==> src/frameTrig_config.svh <==
// build-time constants; the pattern length must stay below 8 so beatIndex_t can hold it
`ifndef FRAME_TRIG_CONFIG_SVH
`define FRAME_TRIG_CONFIG_SVH

// number of beats compared at the start of every frame
`define FT_PATTERN_WORDS 5

// cycles the trigger stays high after a match, must be at least 1
`define FT_HOLD_CYCLES 10

// bytes per beat, also the strobe width
`define FT_BEAT_BYTES 4

// derived widths
`define FT_BEAT_BITS (`FT_BEAT_BYTES * 8)

// whole compare string, word 0 in the lowest bits
`define FT_PATTERN_BITS (`FT_PATTERN_WORDS * `FT_BEAT_BITS)

`endif

==> src/frameTrigPkg.sv <==
// shared types for the frame trigger; widths follow frameTrig_config.svh
`include "frameTrig_config.svh"

package frameTrigPkg;

  //////////////////////////////////////////////////
  // stream types
  //////////////////////////////////////////////////

  // one beat of frame data
  typedef logic [`FT_BEAT_BITS-1:0] beatWord_t;

  // beat position within a frame
  // saturates at `FT_PATTERN_WORDS, meaning past the pattern
  typedef logic [2:0] beatIndex_t;

  //////////////////////////////////////////////////
  // matcher FSM
  //////////////////////////////////////////////////

  // idle      waiting for beat 0 of a frame
  // compare   pattern words matched so far
  // mismatch  frame failed, wait for its last beat
  // matched   pulse fired, wait for the last beat
  typedef enum logic [1:0] {
    MATCH_IDLE,
    MATCH_COMPARE,
    MATCH_MISMATCH,
    MATCH_MATCHED
  } matchState_t;

endpackage

==> src/frameBeatCounter.sv <==
// counts accepted beats per frame; the count is only valid once a last beat has been seen
`include "frameTrig_config.svh"

module frameBeatCounter import frameTrigPkg::*; (
  input  logic       clk,
  input  logic       reset,
  input  logic       beatValid,
  input  logic       beatLast,
  output beatIndex_t beatIndex
);

  //////////////////////////////////////////////////
  // saturation point
  //////////////////////////////////////////////////

  // anything at or beyond this index is outside the pattern
  localparam beatIndex_t PAST_PATTERN = beatIndex_t'(`FT_PATTERN_WORDS);

  logic atLimit;

  // long frames park here and never wrap back into the pattern range
  assign atLimit = (beatIndex == PAST_PATTERN);

  //////////////////////////////////////////////////
  // beat position
  //////////////////////////////////////////////////

  // beatIndex is the position of the beat now on the inputs
  // it moves on the same edge that accepts the beat
  always_ff @(posedge clk) begin
    if (reset) begin
      beatIndex <= '0;
    end else if (beatValid) begin
      if (beatLast) begin
        // next accepted beat opens a new frame
        beatIndex <= '0;
      end else if (!atLimit) begin
        beatIndex <= beatIndex + 3'd1;
      end
    end
  end

  // idle cycles with beatValid low leave the count alone

endmodule

==> src/frameMatcher.sv <==
// compares the first `FT_PATTERN_WORDS beats of each frame; the stream must start on a frame boundary after reset
`include "frameTrig_config.svh"

module frameMatcher import frameTrigPkg::*; (
  input  logic                        clk,
  input  logic                        reset,
  input  logic [`FT_PATTERN_BITS-1:0] compareString,
  input  beatWord_t                   beatData,
  input  logic [`FT_BEAT_BYTES-1:0]   beatStrobe,
  input  logic                        beatValid,
  input  logic                        beatLast,
  input  beatIndex_t                  beatIndex,
  output logic                        matchPulse
);

  // position of the final pattern beat
  localparam beatIndex_t FINAL_INDEX = beatIndex_t'(`FT_PATTERN_WORDS - 1);

  //////////////////////////////////////////////////
  // input register
  //////////////////////////////////////////////////

  beatWord_t                 regData;
  logic [`FT_BEAT_BYTES-1:0] regStrobe;
  beatIndex_t                regIndex;
  logic                      regLast;
  logic                      regValid;

  // payload only loads on an accepted beat
  always_ff @(posedge clk) begin
    if (beatValid) begin
      regData   <= beatData;
      regStrobe <= beatStrobe;
      regIndex  <= beatIndex;
    end
  end

  // last flag holds across gaps, so matched/mismatch can still see it
  // regValid marks the single cycle a fresh beat sits in the register
  always_ff @(posedge clk) begin
    if (reset) begin
      regLast  <= 1'b0;
      regValid <= 1'b0;
    end else begin
      regValid <= beatValid;
      if (beatValid) begin
        regLast <= beatLast;
      end
    end
  end

  //////////////////////////////////////////////////
  // word compare
  //////////////////////////////////////////////////

  beatWord_t patternWord;
  logic      wordOk;

  // pick pattern word by registered index
  // indices past the pattern select zero and are never used
  always_comb begin
    patternWord = '0;
    for (int i = 0; i < `FT_PATTERN_WORDS; i++) begin
      if (regIndex == beatIndex_t'(i)) begin
        patternWord = compareString[i*`FT_BEAT_BITS +: `FT_BEAT_BITS];
      end
    end
  end

  // a partial strobe never counts as equal
  assign wordOk = (regData == patternWord) && (&regStrobe);

  //////////////////////////////////////////////////
  // match FSM
  //////////////////////////////////////////////////

  matchState_t state;
  matchState_t stateNext;

  always_comb begin
    stateNext = state;
    if (regValid && (regIndex == '0)) begin
      // beat 0 starts a fresh compare from any state
      if (regLast) begin
        stateNext = MATCH_IDLE;
      end else if (wordOk) begin
        stateNext = MATCH_COMPARE;
      end else begin
        stateNext = MATCH_MISMATCH;
      end
    end else begin
      case (state)
        MATCH_COMPARE: begin
          if (regValid) begin
            if (!wordOk) begin
              stateNext = regLast ? MATCH_IDLE : MATCH_MISMATCH;
            end else if (regIndex == FINAL_INDEX) begin
              // taken even on a last beat so a 5-beat frame still fires
              stateNext = MATCH_MATCHED;
            end else if (regLast) begin
              // frame ended before the pattern was complete
              stateNext = MATCH_IDLE;
            end
          end
        end
        MATCH_MISMATCH, MATCH_MATCHED: begin
          // regLast stays set after the final beat, gaps or not
          if (regLast) begin
            stateNext = MATCH_IDLE;
          end
        end
        default: begin
          // idle ignores mid-frame beats seen after reset
          stateNext = state;
        end
      endcase
    end
  end

  always_ff @(posedge clk) begin
    if (reset) begin
      state      <= MATCH_IDLE;
      matchPulse <= 1'b0;
    end else begin
      state      <= stateNext;
      // one cycle, on entry into matched only
      matchPulse <= (stateNext == MATCH_MATCHED) && (state != MATCH_MATCHED);
    end
  end

endmodule

==> src/triggerStretcher.sv <==
// holds the trigger for `FT_HOLD_CYCLES cycles after the last match pulse; a new pulse restarts the hold
`include "frameTrig_config.svh"

module triggerStretcher (
  input  logic clk,
  input  logic reset,
  input  logic matchPulse,
  output logic ilaTrigger
);

  //////////////////////////////////////////////////
  // hold counter
  //////////////////////////////////////////////////

  // wide enough to hold the full count
  localparam int COUNT_BITS = $clog2(`FT_HOLD_CYCLES + 1);

  localparam logic [COUNT_BITS-1:0] HOLD_LOAD = COUNT_BITS'(`FT_HOLD_CYCLES);

  logic [COUNT_BITS-1:0] holdCount;
  logic [COUNT_BITS-1:0] holdNext;

  // load on every pulse, reload while already high
  // otherwise count down and stop at zero
  always_comb begin
    if (matchPulse) begin
      holdNext = HOLD_LOAD;
    end else if (holdCount != '0) begin
      holdNext = holdCount - COUNT_BITS'(1);
    end else begin
      holdNext = '0;
    end
  end

  //////////////////////////////////////////////////
  // trigger register
  //////////////////////////////////////////////////

  // trigger follows the new count on the same edge
  // so it rises on the edge after the pulse, not one later
  always_ff @(posedge clk) begin
    if (reset) begin
      holdCount  <= '0;
      ilaTrigger <= 1'b0;
    end else begin
      holdCount  <= holdNext;
      ilaTrigger <= (holdNext != '0);
    end
  end

  // counts HOLD down to 1 give exactly `FT_HOLD_CYCLES high cycles

endmodule

==> src/frameTriggerTop.sv <==
// trigger for a logic analyzer; stream has no back-pressure and the pattern is fixed per build
`include "frameTrig_config.svh"

module frameTriggerTop import frameTrigPkg::*; (
  input  logic                        clk,
  input  logic                        reset,
  input  logic [`FT_PATTERN_BITS-1:0] compareString,
  input  beatWord_t                   beatData,
  input  logic [`FT_BEAT_BYTES-1:0]   beatStrobe,
  input  logic                        beatValid,
  input  logic                        beatLast,
  output logic                        ilaTrigger
);

  //////////////////////////////////////////////////
  // internal wires
  //////////////////////////////////////////////////

  // position of the beat on the inputs
  beatIndex_t beatIndex;

  // one cycle per matching frame
  logic matchPulse;

  //////////////////////////////////////////////////
  // pipeline
  //////////////////////////////////////////////////

  // accept edge -> counter advances
  frameBeatCounter beatCounter (
    .clk       (clk),
    .reset     (reset),
    .beatValid (beatValid),
    .beatLast  (beatLast),
    .beatIndex (beatIndex)
  );

  // +1 edge register, +2 edge pulse
  frameMatcher matcher (
    .clk           (clk),
    .reset         (reset),
    .compareString (compareString),
    .beatData      (beatData),
    .beatStrobe    (beatStrobe),
    .beatValid     (beatValid),
    .beatLast      (beatLast),
    .beatIndex     (beatIndex),
    .matchPulse    (matchPulse)
  );

  // trigger rises 2 edges after the final pattern beat
  triggerStretcher stretcher (
    .clk        (clk),
    .reset      (reset),
    .matchPulse (matchPulse),
    .ilaTrigger (ilaTrigger)
  );

endmodule

==> config.mk <==
export PLATFORM = sky130hd
export DESIGN_NAME = frameTriggerTop
export DESIGN_NICKNAME = d
export VERILOG_FILES = /design/src/frameTrigPkg.sv /design/src/frameBeatCounter.sv /design/src/frameMatcher.sv /design/src/triggerStretcher.sv /design/src/frameTriggerTop.sv
export VERILOG_INCLUDE_DIRS = /design/src /design/src/src
export SDC_FILE = /design/constraint.sdc
export NUM_CORES = 1
export LEC_CHECK = 0
export BUFFER_PORTS_ARGS = -buffer_cell sky130_fd_sc_hd__buf_2
export CAP_MARGIN = 20
export CORE_ASPECT_RATIO = 1.75
export CORE_MARGIN = 2
export CORE_UTILIZATION = 28
export CTS_CLUSTER_DIAMETER = 120
export DETAILED_ROUTE_END_ITERATION = 8
export PLACE_DENSITY = 0.49
export SYNTH_ARGS = -nofsm -noshare
export SYNTH_HDL_FRONTEND = slang
export SYNTH_HIERARCHICAL = 1
export SYNTH_SLANG_ARGS = --single-unit
==> constraint.sdc <==
create_clock -name clk -period 7.9 [get_ports clk]
set_clock_uncertainty 0.1 [all_clocks]
set_input_delay 1.58 -clock clk [delete_from_list [all_inputs] [get_ports clk]]
set_output_delay 1.58 -clock clk [all_outputs]
set_load 0.005 [all_outputs]
== Word-level counts from Yosys, hierarchy flattened ==
Index checks and enable logic that the tools add are counted.
Storage, ports and cells
  register bits: 52
  output and inout port bits: 1
Cells by class
  $add $sub $neg: 2
  equality and inequality tests: 12
  muxes and demuxes: 18
  reductions and logical operators: 9
Operators by type and width (count)
  two-way mux 32 bit: 5
  equality test 32 bit: 1
  two-way mux 2 bit: 8
  two-way mux 4 bit: 2
  nonzero test 4 bit: 2
  equality test 2 bit, second input constant: 3
  equality test 3 x 2 -> 1 bit, second input constant: 2
  equality test 3 bit, second input constant: 2
  two-way mux 3 bit: 2
  != test 2 bit, second input constant: 2
  one-hot mux 2 bit (2 select lines): 1
  AND reduction 4 bit: 1
  subtractor 4 x 1 -> 4 bit, second input constant: 1
  adder 3 x 1 -> 3 bit, second input constant: 1
  equality test 3 x 1 -> 1 bit, second input constant: 1
  logical AND 1 bit: 3
  logical NOT 3 bit: 1
  equality test 2 x 1 -> 1 bit, second input constant: 1
  AND reduction 2 bit: 1
  OR reduction 2 bit: 1

== Depth between registers and ports, before layout ==
Gate-level depths: netlist (run 1).
  word-level depth: 14
  mapped depth: 12
  gate-level depth less buffers: 7

== Hierarchy ==
The synthesis (run 1) kept the hierarchy.
Modules (own cells, without submodules)
  frameMatcher: times used 1, cells an instance 421, area each 4020.1 um^2, sequential area each 1271.2 um^2
  triggerStretcher: times used 1, cells an instance 18, area each 178.9 um^2, sequential area each 100.1 um^2
  frameBeatCounter: times used 1, cells an instance 19, area each 167.7 um^2, sequential area each 60.1 um^2

== Least setup slack after synthesis (run 1) ==
Ideal clock, no wire load.
  kind: in2reg
  start: in compareString[135]
  end: reg matcher.state[1]
  data arrival time: 3.663 ns
  path slack: 4.016 ns
  cell stages on the path: 7
  cell sequence: mux2i_1 o22ai_1 or2_0 a2111oi_0 or4bb_1 or4b_4 mux2_4
On the way
  cells in the longest elaborated chain, start to end: 7
  elaborated cells on any way between the ends: 9
  those cells by class: eq/ne (1); mux (7); reduce/logical (1)
Ends and longest elaborated chain
  start: declaration: line frameTriggerTop.sv:7  | input logic [`FT_PATTERN_BITS-1:0] compareString,
  two-way mux 32 bit (*): line frameMatcher.sv:64  | if (regIndex == beatIndex_t'(i)) begin
  equality test 32 bit (*): line frameMatcher.sv:71  | assign wordOk = (regData == patternWord) && (&regStrobe);
  logical AND 1 bit (*): line frameMatcher.sv:71
  two-way mux 2 bit: line frameMatcher.sv:95  | if (!wordOk) begin
  two-way mux 2 bit: line frameMatcher.sv:94  | if (regValid) begin
  one-hot mux 2 bit (2 select lines): line frameMatcher.sv:92  | case (state)
  two-way mux 2 bit (*): line frameMatcher.sv:82  | if (regValid && (regIndex == '0)) begin
  end signal: assignment: line frameMatcher.sv:125  | state <= stateNext;
  end: declaration: line frameMatcher.sv:77  | matchState_t state;
Every way passes the cells marked *; elsewhere a longest branch is shown, timed or not.
A chain may end at the register's enable or synchronous reset.

== Worst setup path in the final report (run 1) ==
  start: in compareString[153]
  end: reg matcher.state[1]
Same word-level chain as after synthesis.

==> out/metrics.cfg, run 1 <==
[synth]
ys_warn_count = 6
synth_cells = 458
ys_seq_area_share_pct = 32.8
synth.avg_cell_area_um2 = 9.53
synth-seq-cells = 52
synth_top_cell_area_share_pct = 26.8
synth_edf_count = 39
async_flop_share_pct = 0
synth_top_cell_by_area = edfxtp_1
synthesis.area_um2 = 4370
synth_ff_type = edfxtp_1
synthesis.nets = 660
ys_types = 80
synthTopCellsByArea = edfxtp_1, mux2i_1, dfxtp_1

[finish]
drive_gt1_share_pct = 38.1
final_core_util_pct = 37.0
most-common-layout-cells = buf_2, edfxtp_1, mux2i_1
fin_cells = 832
syn_to_final_growth_pct = 29.7
layout_commonest_cell = buf_2
finalNetCount = 846

[critical_path]
cp_top_family = compound AO/OA/AOI/OAI gates
crit_path_frequent_cell = a2111oi_0
cp_slowest_cell = a2111oi_0
cp.required_ns = 7.99
crit_arrival_ns = 4.52
cp_max_fo = 3
path_buf_inv = 1
cp_cell_sequence = buf_2 > nor2b_1 > a2111oi_0 > o22ai_1 > a2111oi_0 > nand4_1 > or4b_4 > mux2_4
worst_setup_path_start_kind = input port
crit_type = input port to flip-flop
worstSetupEndpointType = flip-flop
critical_path.max_stage_delay_ns = 1.10

[sta]
min_period_ns = 4.43
fmax_mhz = 226
setup_tns_ns = 0
setup_violations = 0
final_hold_viol_count = 0
slew_headroom_pct = 8.99
worst_slew_pin_slew_ns = 1.33
rsz0062_at_grt = false
fin_crit_sh_pct = 56.1
finalMaxSlewViolations = 0

[route]
drt_iter0_drc = 178
viasPerCell = 5.44
ant_nets = 0
finalWirelength_mm = 17.0
drc = 0
first_pass_iters = 5
wl_per_cell_um = 20.4
dr_total_vias = 4529

[global_routing]
antenna_found_initial = 1
track_usage_pct = 19.5
grt_max_degree = 47
grt_pass1_wl_mm = 24.9
grt_pass1_vias = 4673
grt-ovfl-total = 0

[clock_network]
post_cts_buffers = 0
htree_levels = 2
cts_tree = yes
cts.hold.buffers_added = 0
ctsRootBufferMaster = clkbuf_16
cts_made_buffers = 5
cts_buffer_depth = 2
clk_latency_ns = 0.30
clk_pin_slew_ns = 0.07
postCtsResizedCells = 0
cts_sinks = 52

[placement]
portBuffers = 200
post-place-cells = 823
gp_congestion = 0.835
hpwl_mm = 13.3

[worst_hold_path]
hp-class = flip-flop to flip-flop

[die]
start_util_pct = 28.5
io_pins = 201
fp-row-count = 60
dieArea_um2 = 16600
die-width_um = 98.4
coreArea_um2 = 15300
die_y_um = 169

[power]
ir_drop_mv = 0.109
p_int_uw = 571
leakagePower_uw = 0.00235
p_seq_share_pct = 40.7
powerDensity_nw_per_um2 = 143
p_switching_uw = 241
power_frac_comb_pct = 27.4
power_frac_clock_pct = 31.9
switching_share_pct = 29.7

[flow_run]
maxCapViolCount = 0

[outcome]
outcome = finished clean

==> metal layers <==
layer	up-vias	track usage (%)	share of wire, %
met5	-	0	0
li1	2203	-	-
met4	0	8.52	3.2
met3	27	2.22	4.3
met1	2139	21.0	37
met2	160	37.4	56
==> cells in the mapped netlist (all sizes together) (11+ instances only) <==
master / count
inv: 17
nor2b: 15
mux2i: 36
a211oi: 12
o22ai: 11
nor3: 18
mux2: 14
dfxtp: 13
nand2: 17
o21ai: 19
nor2: 18
buf: 17
edfxtp: 39
a21oi: 21
==> worst paths after layout <==
path	slack, ns	cells past startpoint	startpoint	endpoint
max	3.47	8	compareString[153]	matcher/state[1]
min	0.41	0	beatCounter/beatIndex[1]	matcher/regIndex[1]
max reg2reg	3.59	7	matcher/regIndex[2]	matcher/state[1]
min reg2reg	0.41	0	beatCounter/beatIndex[1]	matcher/regIndex[1]
==> logic make-up after synthesis <==
family / after synthesis / synth area share, %
AO/OA/AOI/OAI: 143 / 24.0
XOR/XNOR: 12 / 2.41
adder cells (fa/ha/maj): 2 / 0.573
buffers and inverters: 44 / 4.99
flip-flops: 52 / 32.8
multiplexers: 56 / 15.1
AND/OR/NAND/NOR: 149 / 20.2
==> final cells by class <==
type,instances,area (um2)
clock buffers,6,129
clock inverters,2,38.8
fillers,1669,9650
inverters,18,67.6
flip-flops and latches,52,1430
well taps,186,233
repair buffers,205,1040
diodes,1,2.50
multi-input cells,362,2720
==> state kept, by name (all words and copies together), names as in the netlist <==
name and cells:
matcher/regData 32, matcher/regValid 1, matcher/regLast 1, beatCounter/beatIndex 3
matcher/matchPulse 1, matcher/regStrobe 4, stretcher/ilaTrigger 1, matcher/regIndex 3
stretcher/holdCount 4, matcher/state 2
==> through the flow <==
stage | area, um2 | power (uW) | hold WS (ns) | setup slack [ns]
finish | 5660 | 812 | 0.406 | 3.47
global route | 5660 | 853 | 0.436 | 3.46
detailed placement | 5490 | 559 | 0.391 | 3.29
CTS | 5660 | 819 | 0.408 | 3.58
global placement | 5490 | 555 | 0.374 | 3.37
floorplan | 4370 | 459 | 0.348 | 4.02
==> power groups by stage <==
stage | registers (uW) | logic, uW | clock network (uW)
final | 330 | 222 | 259
after global routing | 333 | 242 | 278
after CTS | 330 | 224 | 265
after detailed placement | 336 | 222 | 0
after global placement | 336 | 219 | 0
after floorplan | 330 | 129 | 0
(Power assumes the default switching activity.)
==> inputs of run 2 (changes only) <==
==> constraint.sdc (replaced) <==
create_clock -name clk -period 4.6 [get_ports clk]
set_clock_uncertainty 0.1 [all_clocks]
set_input_delay 0.92 -clock clk [delete_from_list [all_inputs] [get_ports clk]]
set_output_delay 0.92 -clock clk [all_outputs]
set_load 0.005 [all_outputs]
==> out/metrics.cfg, run 2 (same netlist as run 1, synthesis figures left out) <==
[outcome]
outcome = finished clean

[placement]
hpwl_mm = 13.9
gp_congestion = 0.883
post-place-cells = 831
dpl_worst_slack_ns = 0.862
place_area_um2 = 5560
portBuffers = 200

[critical_path]
crit_type = flip-flop to flip-flop
worst_setup_path_start_kind = flip-flop
rr_worst_depth = 8
r2r_end = matcher/state[1]
cp_slowest_cell = edfxtp_1
reg2reg_from = matcher/regIndex[0]
path_buf_inv = 1
crit_arrival_ns = 3.90
cp.required_ns = 4.70
worstSetupEndpointType = flip-flop
critical_path.max_stage_delay_ns = 0.69
cp_top_family = simple AND/OR/NAND/NOR gates
cp_cell_sequence = buf_4 > mux2i_1 > o32a_1 > o211ai_1 > a2111oi_0 > or4bb_1 > or4b_4 > mux2_4
r2r_slack_ns = 0.80
cp_max_fo = 12

[flow_run]
maxCapViolCount = 0

[sta]
setup_tns_ns = 0
setup_violations = 0
setup_ws_ns = 0.797
slew_headroom_pct = 50.2
fmax_mhz = 263
final_hold_viol_count = 0
fin_crit_sh_pct = 82.7
worst_slew_pin_slew_ns = 0.746
rsz0062_at_grt = false
min_period_ns = 3.80
finalMaxSlewViolations = 0

[finish]
biggestRegsByFlops = matcher/regData: 32 flops, matcher/regStrobe: 4 flops, stretcher/holdCount: 4 flops
finalNetCount = 854
syn_to_final_growth_pct = 30.8
most-common-layout-cells = buf_2, edfxtp_1, mux2i_1
seqCellArea_um2 = 1430
drive_gt1_share_pct = 38.9
antennaDiodeCount = 0
largest_reg_flops = 32
final_area_um2 = 5710
fin_cells = 839
fillers = 1610
layout_commonest_cell = buf_2
multiInputGateArea_um2 = 2720
largest_register = matcher/regData

[clock_network]
cts_sinks = 52
clk_pin_slew_ns = 0.08
cts_tree = yes
post_cts_buffers = 0
postCtsResizedCells = 0
ctsRootBufferMaster = clkbuf_16
htree_levels = 2
cts.hold.buffers_added = 0
cts_made_buffers = 5
cts_buffer_depth = 2
clk_latency_ns = 0.30

[power]
power_frac_clock_pct = 29.4
p_seq_share_pct = 42.1
p_int_uw = 933
power_frac_comb_pct = 28.6
p_switching_uw = 425
leakagePower_uw = 0.00238
switching_share_pct = 31.3
ir_drop_mv = 0.136
powerDensity_nw_per_um2 = 238

[route]
drt_iter0_drc = 170
first_pass_iters = 4
wl_per_cell_um = 20.3
finalWirelength_mm = 17.1
drc = 0
dr_total_vias = 4610
ant_nets = 0
viasPerCell = 5.49

[die]
die_y_um = 169
dieArea_um2 = 16600
io_pins = 201
die-width_um = 98.4
fp-row-count = 60
coreArea_um2 = 15300
start_util_pct = 28.5

[worst_hold_path]
min_from = beatCounter/beatIndex[1]
hp-class = flip-flop to flip-flop
holdPathStages = 0
hold_end = matcher/regIndex[1]

[global_routing]
grt_pass1_wl_mm = 25.1
antenna_found_initial = 0
track_usage_pct = 19.5
grt_pass1_vias = 4689
grt-ovfl-total = 0
grt_max_degree = 31

==> run 2: cell types whose count changed in the layout (fill, tap and decap cells not counted), sizes merged <==
cell,before,now
buf,205,213
bufinv,1,0
clkbuf,6,5
clkinvlp,0,1
diode,1,0
inv,18,19
==> run 2: layout make-up <==
cell class,count,share of cell area (%)
Inverter,18,1.18
Tap cell,186,4.08
Clock buffer,5,2.19
Multi-Input combinational cell,362,47.6
Timing Repair Buffer,213,19.5
Clock inverter,3,0.438
Sequential cell,52,25.1
==> run 2: routing by layer <==
layer,up-vias,track usage (%),routed length (um)
met4,0,8.04,609
met3,35,2.39,714
li1,2222,-,-
met5,-,0,0
met1,2190,21.1,6380
met2,163,37.6,9370
==> run 2: power groups by stage <==
stage	sequential, uW	clock (uW)	combinational [uW]
after global routing	576	425	420
after floorplan	566	0	221
after global placement	580	0	386
after CTS	571	409	390
after detailed placement	582	0	388
final	571	399	388
==> run 2: worst register-to-register path: stages, from the launching register on <==
cell and delay [ns]:
edfxtp_1 0.69, buf_4 0.32, mux2i_1 0.35, o32a_1 0.24
o211ai_1 0.08, a2111oi_0 0.54, or4bb_1 0.56, or4b_4 0.51
mux2_4 0.31
==> run 2: metrics by stage <==
stage,utilization (%),hold WS [ns],power (uW)
after floorplan,-,0.348,788
after global routing,37.3,0.430,1420
after CTS,37.3,0.405,1370
final,37.3,0.401,1360
after global placement,36.3,0.379,966
after detailed placement,36.3,0.388,970
==> run 2: worst max-delay path by stage <==
| stage | start | end | slack, ns | cells past startpoint |
|---|---|---|---|---|
| after global placement | matcher/regIndex[0] | matcher/state[1] | 1.02 | 8 |
| after CTS | matcher/regIndex[0] | matcher/state[1] | 0.85 | 8 |
| after detailed placement | matcher/regIndex[2] | matcher/state[1] | 0.86 | 8 |
| after global routing | matcher/regIndex[0] | matcher/state[1] | 0.73 | 8 |
| after floorplan | compareString[135] | matcher/state[1] | 1.38 | 7 |
| final | matcher/regIndex[0] | matcher/state[1] | 0.80 | 8 |
